### config.mk
export PLATFORM = sky130hd
export DESIGN_NAME = memory_controller_flat
export DESIGN_NICKNAME = d
export VERILOG_FILES = /design/src/design/mem_pkg.sv /design/src/design/generic_bus_if.sv /design/src/design/memory_controller.sv /design/src/flat_wrapper.sv
export SDC_FILE = /design/constraint.sdc
export NUM_CORES = 1
export LEC_CHECK = 0
export ABC_AREA = 1
export BUFFER_PORTS_ARGS = -buffer_cell sky130_fd_sc_hd__buf_2
export CAP_MARGIN = 15
export CORE_AREA = 2 2 121 123
export CTS_BUF_LIST = sky130_fd_sc_hd__clkbuf_8
export DETAILED_ROUTE_END_ITERATION = 8
export DIE_AREA = 0 0 123 125
export PLACE_DENSITY_LB_ADDON = 0.25
export SKIP_CTS_REPAIR_TIMING = 1
export SYNTH_ARGS = -nofsm -noshare
export SYNTH_HDL_FRONTEND = slang
export SYNTH_SLANG_ARGS = --single-unit
### constraint.sdc
create_clock -name CLK -period 1.9 [get_ports CLK]
set_clock_uncertainty 0.15 [all_clocks]
set_input_delay 0.095 -clock CLK [delete_from_list [all_inputs] [get_ports CLK]]
set_output_delay 0.095 -clock CLK [all_outputs]
set_load 0.05 [all_outputs]
### src/design/mem_pkg.sv
// memory subsystem package
// bus widths, bus byte order, shared RAM size and timing,
// and the state encoding of the memory controller

package mem_pkg;

  // bus widths
  localparam int ADDR_W = 32;
  localparam int DATA_W = 32;
  localparam int BE_W   = DATA_W / 8;

  // "big" passes data through unchanged
  // "little" reverses the four bytes on write and on read
  localparam string BUS_ENDIANNESS = "big";

  // shared RAM is word addressed by addr[9:2]
  localparam int RAM_DEPTH_WORDS = 256;
  localparam int RAM_AW          = $clog2(RAM_DEPTH_WORDS);

  // busy stays high this many cycles after a request is accepted
  localparam int RAM_WAIT_CYCLES = 2;
  localparam int WAIT_CNT_W      = (RAM_WAIT_CYCLES > 1) ? $clog2(RAM_WAIT_CYCLES) : 1;

  // memory controller arbitration states
  typedef enum logic [2:0] {
    IDLE,
    INSTR_REQ,
    INSTR_WAIT,
    DATA_REQ,
    DATA_WAIT
  } arb_state_t;

endpackage

### src/design/generic_bus_if.sv
// generic bus
// level request bus with a busy-based wait, used between the
// memory controller and the shared RAM
`timescale 1ns/1ps

interface generic_bus_if import mem_pkg::*; ();

  // master to slave
  logic [ADDR_W-1:0] addr;
  logic [DATA_W-1:0] wdata;
  logic              ren;
  logic              wen;
  logic [BE_W-1:0]   byte_en;

  // slave to master
  logic [DATA_W-1:0] rdata;
  logic              busy;

  // master side
  modport cpu (
    output addr, wdata, ren, wen, byte_en,
    input  rdata, busy
  );

  // slave side
  modport generic_bus (
    input  addr, wdata, ren, wen, byte_en,
    output rdata, busy
  );

endinterface

### src/design/memory_controller.sv
// memory controller
// arbitrates between the data and instruction masters with data first,
// forwards the winner onto the shared bus, converts byte order and
// places sub-word write data on the lanes given by the byte enable
`timescale 1ns/1ps

module memory_controller import mem_pkg::*; (
  input logic                CLK,
  input logic                nRST,
  generic_bus_if.generic_bus i_d_bus,
  generic_bus_if.generic_bus i_i_bus,
  generic_bus_if.cpu         o_mem_bus
);

  arb_state_t state;
  arb_state_t next_state;

  logic              d_pending;
  logic              data_grant;
  logic              instr_grant;
  logic [DATA_W-1:0] d_wdata_swap;
  logic [DATA_W-1:0] d_wdata_lane;
  logic [DATA_W-1:0] rdata_swap;

  assign d_pending = i_d_bus.ren || i_d_bus.wen;

  always_ff @(posedge CLK, negedge nRST) begin
    if (!nRST) begin
      state <= IDLE;
    end else begin
      state <= next_state;
    end
  end

  // data port always wins when both ask in the same cycle
  always_comb begin
    next_state = state;
    case (state)
      IDLE: begin
        if (d_pending) begin
          next_state = DATA_REQ;
        end else if (i_i_bus.ren) begin
          next_state = INSTR_REQ;
        end
      end
      // ram accepts in the REQ cycle and busy shows from the next one
      INSTR_REQ: begin
        next_state = INSTR_WAIT;
      end
      INSTR_WAIT: begin
        if (!o_mem_bus.busy) begin
          next_state = IDLE;
        end
      end
      DATA_REQ: begin
        next_state = DATA_WAIT;
      end
      DATA_WAIT: begin
        if (!o_mem_bus.busy) begin
          next_state = IDLE;
        end
      end
      default: begin
        next_state = IDLE;
      end
    endcase
  end

  assign data_grant  = (state == DATA_REQ) || (state == DATA_WAIT);
  assign instr_grant = (state == INSTR_REQ) || (state == INSTR_WAIT);

  // request onto the shared bus is held for the whole transfer
  always_comb begin
    o_mem_bus.addr    = '0;
    o_mem_bus.wdata   = '0;
    o_mem_bus.ren     = 1'b0;
    o_mem_bus.wen     = 1'b0;
    o_mem_bus.byte_en = '0;
    if (data_grant) begin
      o_mem_bus.addr    = i_d_bus.addr;
      o_mem_bus.wdata   = d_wdata_lane;
      o_mem_bus.ren     = i_d_bus.ren;
      o_mem_bus.wen     = i_d_bus.wen;
      o_mem_bus.byte_en = i_d_bus.byte_en;
    end else if (instr_grant) begin
      // fetch is always a full-word read
      o_mem_bus.addr    = i_i_bus.addr;
      o_mem_bus.ren     = i_i_bus.ren;
      o_mem_bus.wen     = 1'b0;
      o_mem_bus.byte_en = '1;
    end
  end

  // only the granted master sees busy drop, and only when memory finishes
  always_comb begin
    i_d_bus.busy = 1'b1;
    i_i_bus.busy = 1'b1;
    case (state)
      DATA_WAIT: begin
        i_d_bus.busy = o_mem_bus.busy;
      end
      INSTR_WAIT: begin
        i_i_bus.busy = o_mem_bus.busy;
      end
      default: begin
        i_d_bus.busy = 1'b1;
        i_i_bus.busy = 1'b1;
      end
    endcase
  end

  // byte order conversion uses the same swap in both directions
  generate
    if (BUS_ENDIANNESS == "little") begin : g_swap
      assign d_wdata_swap = {i_d_bus.wdata[7:0], i_d_bus.wdata[15:8],
                             i_d_bus.wdata[23:16], i_d_bus.wdata[31:24]};
      assign rdata_swap   = {o_mem_bus.rdata[7:0], o_mem_bus.rdata[15:8],
                             o_mem_bus.rdata[23:16], o_mem_bus.rdata[31:24]};
    end else begin : g_pass
      assign d_wdata_swap = i_d_bus.wdata;
      assign rdata_swap   = o_mem_bus.rdata;
    end
  endgenerate

  // sub-word writes arrive in the low lanes and move up to their byte enable
  always_comb begin
    case (i_d_bus.byte_en)
      4'b0010: d_wdata_lane = d_wdata_swap << 8;
      4'b0100: d_wdata_lane = d_wdata_swap << 16;
      4'b1100: d_wdata_lane = d_wdata_swap << 16;
      4'b1000: d_wdata_lane = d_wdata_swap << 24;
      default: d_wdata_lane = d_wdata_swap;
    endcase
  end

  // read data goes back to both masters and busy tells which one owns it
  assign i_d_bus.rdata = rdata_swap;
  assign i_i_bus.rdata = rdata_swap;

endmodule

### src/flat_wrapper.sv
// flat-port wrapper written by rule: the top's interface ports become plain ports
module memory_controller_flat import mem_pkg::*;
  (CLK, nRST, i_d_bus_addr, i_d_bus_wdata, i_d_bus_ren, i_d_bus_wen, i_d_bus_byte_en, i_d_bus_rdata, i_d_bus_busy, i_i_bus_addr, i_i_bus_wdata, i_i_bus_ren, i_i_bus_wen, i_i_bus_byte_en, i_i_bus_rdata, i_i_bus_busy, o_mem_bus_addr, o_mem_bus_wdata, o_mem_bus_ren, o_mem_bus_wen, o_mem_bus_byte_en, o_mem_bus_rdata, o_mem_bus_busy);
  generic_bus_if i_d_bus_i ();
  generic_bus_if i_i_bus_i ();
  generic_bus_if o_mem_bus_i ();
  input logic CLK;
  input logic nRST;
  input wire logic [$bits(i_d_bus_i.addr)-1:0] i_d_bus_addr;
  input wire logic [$bits(i_d_bus_i.wdata)-1:0] i_d_bus_wdata;
  input wire logic [$bits(i_d_bus_i.ren)-1:0] i_d_bus_ren;
  input wire logic [$bits(i_d_bus_i.wen)-1:0] i_d_bus_wen;
  input wire logic [$bits(i_d_bus_i.byte_en)-1:0] i_d_bus_byte_en;
  output wire logic [$bits(i_d_bus_i.rdata)-1:0] i_d_bus_rdata;
  output wire logic [$bits(i_d_bus_i.busy)-1:0] i_d_bus_busy;
  input wire logic [$bits(i_i_bus_i.addr)-1:0] i_i_bus_addr;
  input wire logic [$bits(i_i_bus_i.wdata)-1:0] i_i_bus_wdata;
  input wire logic [$bits(i_i_bus_i.ren)-1:0] i_i_bus_ren;
  input wire logic [$bits(i_i_bus_i.wen)-1:0] i_i_bus_wen;
  input wire logic [$bits(i_i_bus_i.byte_en)-1:0] i_i_bus_byte_en;
  output wire logic [$bits(i_i_bus_i.rdata)-1:0] i_i_bus_rdata;
  output wire logic [$bits(i_i_bus_i.busy)-1:0] i_i_bus_busy;
  output wire logic [$bits(o_mem_bus_i.addr)-1:0] o_mem_bus_addr;
  output wire logic [$bits(o_mem_bus_i.wdata)-1:0] o_mem_bus_wdata;
  output wire logic [$bits(o_mem_bus_i.ren)-1:0] o_mem_bus_ren;
  output wire logic [$bits(o_mem_bus_i.wen)-1:0] o_mem_bus_wen;
  output wire logic [$bits(o_mem_bus_i.byte_en)-1:0] o_mem_bus_byte_en;
  input wire logic [$bits(o_mem_bus_i.rdata)-1:0] o_mem_bus_rdata;
  input wire logic [$bits(o_mem_bus_i.busy)-1:0] o_mem_bus_busy;
  assign i_d_bus_i.addr = i_d_bus_addr;
  assign i_d_bus_i.wdata = i_d_bus_wdata;
  assign i_d_bus_i.ren = i_d_bus_ren;
  assign i_d_bus_i.wen = i_d_bus_wen;
  assign i_d_bus_i.byte_en = i_d_bus_byte_en;
  assign i_d_bus_rdata = i_d_bus_i.rdata;
  assign i_d_bus_busy = i_d_bus_i.busy;
  assign i_i_bus_i.addr = i_i_bus_addr;
  assign i_i_bus_i.wdata = i_i_bus_wdata;
  assign i_i_bus_i.ren = i_i_bus_ren;
  assign i_i_bus_i.wen = i_i_bus_wen;
  assign i_i_bus_i.byte_en = i_i_bus_byte_en;
  assign i_i_bus_rdata = i_i_bus_i.rdata;
  assign i_i_bus_busy = i_i_bus_i.busy;
  assign o_mem_bus_addr = o_mem_bus_i.addr;
  assign o_mem_bus_wdata = o_mem_bus_i.wdata;
  assign o_mem_bus_ren = o_mem_bus_i.ren;
  assign o_mem_bus_wen = o_mem_bus_i.wen;
  assign o_mem_bus_byte_en = o_mem_bus_i.byte_en;
  assign o_mem_bus_i.rdata = o_mem_bus_rdata;
  assign o_mem_bus_i.busy = o_mem_bus_busy;
  memory_controller u_core (.CLK(CLK), .nRST(nRST), .i_d_bus(i_d_bus_i), .i_i_bus(i_i_bus_i), .o_mem_bus(o_mem_bus_i));
endmodule
# Word level (Yosys, flattened, before mapping)

Cells that the tools add are included.
W data, S select, Z words.

Flip-flop bits (word level): 3
Input port bits: 175
Output and inout port bits: 136
Word-level logic and storage cells: 33

Eq/ne operators: 10
Muxes and demuxes: 15
Reduce and logical (&&, ||, !) cells: 7

Operators by type and width:

| operator             | count |
|---|---|
| $mux W32             | 3 |
| $pmux W32 S3         | 1 |
| $pmux W3 S4          | 1 |
| $mux W3              | 3 |
| $eq A4 B4 Y1 const B | 2 |
| $mux W4              | 2 |
| $eq A3 B2 Y1 const B | 2 |
| $mux W1              | 5 |
| $eq A4 B2 Y1 const B | 1 |
| $eq A4 B3 Y1 const B | 1 |
| $reduce_or A2 Y1     | 2 |
| $eq A3 B1 Y1 const B | 1 |
| $eq A3 B3 Y1 const B | 1 |
| $logic_not A3 Y1     | 1 |
| $logic_or A1 B1 Y1   | 3 |
| $ne A3 B2 Y1 const B | 1 |
| $ne A2 B2 Y1 const B | 1 |
| $reduce_and A2 Y1    | 1 |

# Logic depth before layout (Yosys ltp)

Depth after elaboration: 4
Mapped depth: 8
Mapped depth without buffers: 7

# Worst setup path before layout

OpenSTA, ideal clock, no wires.

Path kind: reg-to-output
Start point: reg u_core.state[1]
End point: out o_mem_bus_byte_en[1]
Data arrival time: 2.063 ns
Data required time: 1.655 ns
Setup slack: -0.408 ns
Cell stages (with the launch flop): 7
Cell sequence: dfrtp_1 nor2_1 nand2_1 nand2_2 inv_1 buf_2 o21ai_0

Cells in the longest elaborated chain, start to end: 4

Ends and longest elaborated chain:

| element                                             | RTL line                | source |
|---|---|---|
| from (decl)                                         | memory_controller.sv:15 | `arb_state_t state;` |
| from (signal assigned)                              | memory_controller.sv:31 | `state <= next_state;` |
| $eq A3 B1 Y1 / $eq A3 B2 Y1 (equally long branches) | memory_controller.sv:70 | `assign instr_grant = (state == INSTR_REQ) \|\| (state == INSTR_WAIT);` |
| $logic_or A1 B1 Y1                                  | memory_controller.sv:70 |  |
| $mux W4                                             | memory_controller.sv:85 | `end else if (instr_grant) begin` |
| $mux W4 (*)                                         | memory_controller.sv:79 | `if (data_grant) begin` |
| to (decl)                                           | flat_wrapper.sv:27      | `output wire logic [$bits(o_mem_bus_i.byte_en)-1:0] o_mem_bus_byte_en;` |

Every way passes the cells marked *; elsewhere a longest branch is shown, timed or not.

# Final worst setup path

Start point: reg u_core.state[0]
End point: out o_mem_bus_addr[23]

Cells in the longest elaborated chain, start to end: 4

Ends and longest elaborated chain:

| element                                             | RTL line                | source |
|---|---|---|
| $eq A3 B1 Y1 / $eq A3 B2 Y1 (equally long branches) | memory_controller.sv:70 |  |
| $logic_or A1 B1 Y1                                  | memory_controller.sv:70 |  |
| $mux W32                                            | memory_controller.sv:85 |  |
| $mux W32 (*)                                        | memory_controller.sv:79 |  |
| to (decl)                                           | flat_wrapper.sv:23      | `output wire logic [$bits(o_mem_bus_i.addr)-1:0] o_mem_bus_addr;` |

Marked as above.

==> metrics list <==
- Count of input and output buffers: 177
* Biggest registers after layout: u_core.state: 3 flops
- Transition time of the tightest slew-check pin: roughly 460 ps
* Root Buffer: sky130_fd_sc_hd__clkbuf_8
- Post-synth ARST share: 100%
* EDFF count, synth: 0
- Setup ws final: -41.2 ps
- Excluding fillers, the count of instances in the completed layout stands at 607.
- In this run the static leakage power is around 1.7 nW.
* Crit Path Class: reg -> out
- Detailed placement finished with a half-perimeter wire length of roughly 8 mm.
* Die area: 15,400 um^2
* Clock tree from TritonCTS: done
- Global-route wire length before repair: 13.4 mm
- Number of max-slew violations in the final report: 0
- For met2 alone, demand over resource in global routing was between 20% and 30%.
- The critical path starts at u_core.state[0].
- Number of routed nets with antenna violations: 0
* Most heavily used metal layer in global routing: met2
- OpenSTA, run right after detailed placement, puts the worst setup slack at 35.5 ps.
* Worst Reg-to-Reg Cells: 5
- Clock sink total: 3
- Including well taps, the total number of placed cells is 595.
* Dominant synthesized flop cell: sky130_fd_sc_hd__dfrtp_1
* Die height: 125 um
- After detailed routing, the number of remaining DRC violations is 0.
- Library cell occupying the most area in the post-synthesis netlist: sky130_fd_sc_hd__buf_4
* Top cells by area in the synthesized netlist: sky130_fd_sc_hd__buf_4, sky130_fd_sc_hd__a22o_1, sky130_fd_sc_hd__nand3_1
- In this run the biggest area consumer among cell types represents approximately 27% of the synthesized area.
- Sort of element at the start of the critical path: flip-flop
* Met3 demand-to-capacity share in global routing: 1.60%
* Worst min-delay path category: in -> reg
- Synthesized instance count: 304
* Final design area excluding fillers: 3350 um^2
- Synthesis inferred 3 register bits.
* Cell with the most instances after synthesis: sky130_fd_sc_hd__buf_4
- Arr. time, crit path: about 1700 ps
* Power density over the cells: approximately 2100 nW/um^2
- Clock-pin slew was measured on the worst setup and hold paths at 30 ps.
- Cells with a size suffix above 1 make up between 50% and 60% of the layout.
- Setup repair after global routing could not meet its margin everywhere.
* Number of antenna violations at the first check in global routing: 1
* Die span in x: around 120 um
- Using the TritonRoute via totals, the vias-per-cell ratio works out to between 4 and 5.
- CP Capture Type: primary output
- In this run the critical register-to-register path is launched from u_core.state[0].
- Summed over all layers, the global routing overflow is 0.
- Final core occ: between 20% and 30%
- Summed over all layers, the routed wires come to between 10 and 15 mm.
- At the end of routability-driven placement, the weighted congestion stood at ~0.7.
* Setup crit end: o_mem_bus_addr[23]
* Number of global-route vias before repair: 2,419
- In this run the deepest clock path goes through 2 buffers.
- Share of the yosys chip area belonging to registers: under 10%
- Top cells by count, synth: sky130_fd_sc_hd__buf_4, sky130_fd_sc_hd__nor2_1, sky130_fd_sc_hd__nand3_1
* Remaining max-slew budget at the tightest pin: between 60% and 70%
* Final critical path time including I/O delays and setup: between 1500 and 2000 ps
- Capture instance of the worst register-to-register path: u_core.state[0]
- Nets in the synthesized netlist: 479
- STA puts the critical path data required time at between 1500 and 2000 ps.
- For this configuration, the core starts out at a cell density of between 10% and 20%.
- Largest register FFs: 3
- about 310 I/O pins were placed.
* Mean instance size in the synthesized netlist: between 6 and 7 um^2
* Clock insertion delay at the later pin of the skew report: between 200 and 250 ps
- Hold violation count in the final report: 0
- Across all hold checks on the routed design, the worst slack comes to 22.5 ps.
* Crit Path Max Fanout: 33
- Number of distinct library cells after synthesis: 23
* Result of the run: finished, violations left
* FF-to-FF setup slack: about 600 ps
- Final setup viols: 9
* Largest reg by FF count: u_core.state
- Netlist area before placement: between 1500 and 2000 um^2
- Peak Freq: between 500 and 600 MHz
* Routed via count: around 2.6k
* Violated checks: negative setup slack
- Entering global routing, the biggest net connects 34 pins.
- Depth of the CTS H-tree: 1
* Post-route clock period utilization: 102%
- The placed instances occupy a cell area of around 2700 um^2.
- The detailed router finished its first iteration with about 160 violations.
- From synthesis to final layout, the design area changed by 81.6%.
- Average wire per cell in the routed design: roughly 17 um
* Final-stage net count: around 600
- Total CTS buffers: 3
- Core ar.: about 14,000 um^2
- The number of antenna diodes in the final layout is 0.
* Placement row count: between 40 and 50
- Max-capacitance violation count: 0
- Total routing resource utilization after global routing: a little under an eighth
* Met1 capacity usage during global routing: approximately 14%
- Before antenna repair, the detailed router went through 4 iterations.
* Worst-case vdd ir drop: between 1000 and 1500 uV
* Number of warnings issued by yosys: 0
-- stage by stage --
step / total power, mW / setup TNS (ps)
6_report: 7.14 / -107
5_1_grt: 7.46 / -3180
3_3_place_gp: 5.64 / 0
2_1_floorplan: 4.23 / -511
3_5_place_dp: 5.68 / 0
4_1_cts: 5.87 / -5040
-- final cells by class --
class                   instances  area [um^2]
repair buffers                196         1640
inverters                      27          108
clock buffers                   3         41.3
flip-flops and latches          3         76.3
fillers                      1597        10900
well taps                     184          230
multi-input cells             193         1260
clock inverters                 1         3.75
-- critical path, stage by stage (launching register included) --
cell,delay (ps)
sky130_fd_sc_hd__dfrtp_2,430
sky130_fd_sc_hd__nor2_2,160
sky130_fd_sc_hd__nand2_2,90
sky130_fd_sc_hd__nand2_4,160
sky130_fd_sc_hd__buf_12,210
sky130_fd_sc_hd__a22o_1,240
sky130_fd_sc_hd__buf_6,180
-- where the power goes --
part / switching, mW / internal, mW / total (mW)
registers: 0.0347 / 0.0959 / 0.131
clock network: 0.0417 / 0.138 / 0.179
logic: 4.25 / 2.58 / 6.83
-- layer usage --
layer,wire (um),part of all wire (%)
met2,5260,52
met1,3860,38
met3,886,8.8
met4,103,1.0
met5,13,0.13
-- logic make-up (layout without fill, tap and decap cells) --
group	count (synthesis)	after routing	synth area share, %
AO/OA/AOI/OAI	63	63	23.9
buffers and inverters	108	227	37.9
flip-flops	3	3	4.06
AND/OR/NAND/NOR	130	130	34.1
-- how the worst min path moves through the flow --
stage,slack [ps],from,end,cells past startpoint
CTS,-490,nRST,u_core.state[2],1
detailed placement,-260,nRST,u_core.state[1],1
global route,40,o_mem_bus_rdata[21],i_d_bus_rdata[21],0
floorplan,-350,nRST,u_core.state[0],0
global placement,-260,nRST,u_core.state[1],1
finish,20,o_mem_bus_busy,u_core.state[2],3
-- cell usage in the layout, fill, tap and decap left out, types with 2 or more instances in the layout --
| cell type | count |
|---|---|
| sky130_fd_sc_hd__buf_4 | 18 |
| sky130_fd_sc_hd__buf_2 | 107 |
| sky130_fd_sc_hd__a22o_1 | 29 |
| sky130_fd_sc_hd__o21ai_2 | 9 |
| sky130_fd_sc_hd__o21ai_1 | 4 |
| sky130_fd_sc_hd__nand2_1 | 12 |
| sky130_fd_sc_hd__nand3_1 | 42 |
| sky130_fd_sc_hd__inv_1 | 23 |
| sky130_fd_sc_hd__buf_8 | 3 |
| sky130_fd_sc_hd__clkbuf_8 | 3 |
| sky130_fd_sc_hd__buf_12 | 15 |
| sky130_fd_sc_hd__nor2_4 | 10 |
| sky130_fd_sc_hd__nor2_1 | 30 |
| sky130_fd_sc_hd__inv_2 | 3 |
| sky130_fd_sc_hd__o21ai_0 | 15 |
| sky130_fd_sc_hd__nand3_2 | 3 |
| sky130_fd_sc_hd__nor3_1 | 2 |
| sky130_fd_sc_hd__a22o_4 | 4 |
| sky130_fd_sc_hd__buf_6 | 49 |
| sky130_fd_sc_hd__nand2_4 | 4 |
| sky130_fd_sc_hd__dfrtp_1 | 2 |
| sky130_fd_sc_hd__nand4_1 | 11 |
| sky130_fd_sc_hd__nor2_2 | 14 |
| sky130_fd_sc_hd__clkbuf_16 | 2 |
Note: power is estimated with default switching activity, not from simulation.
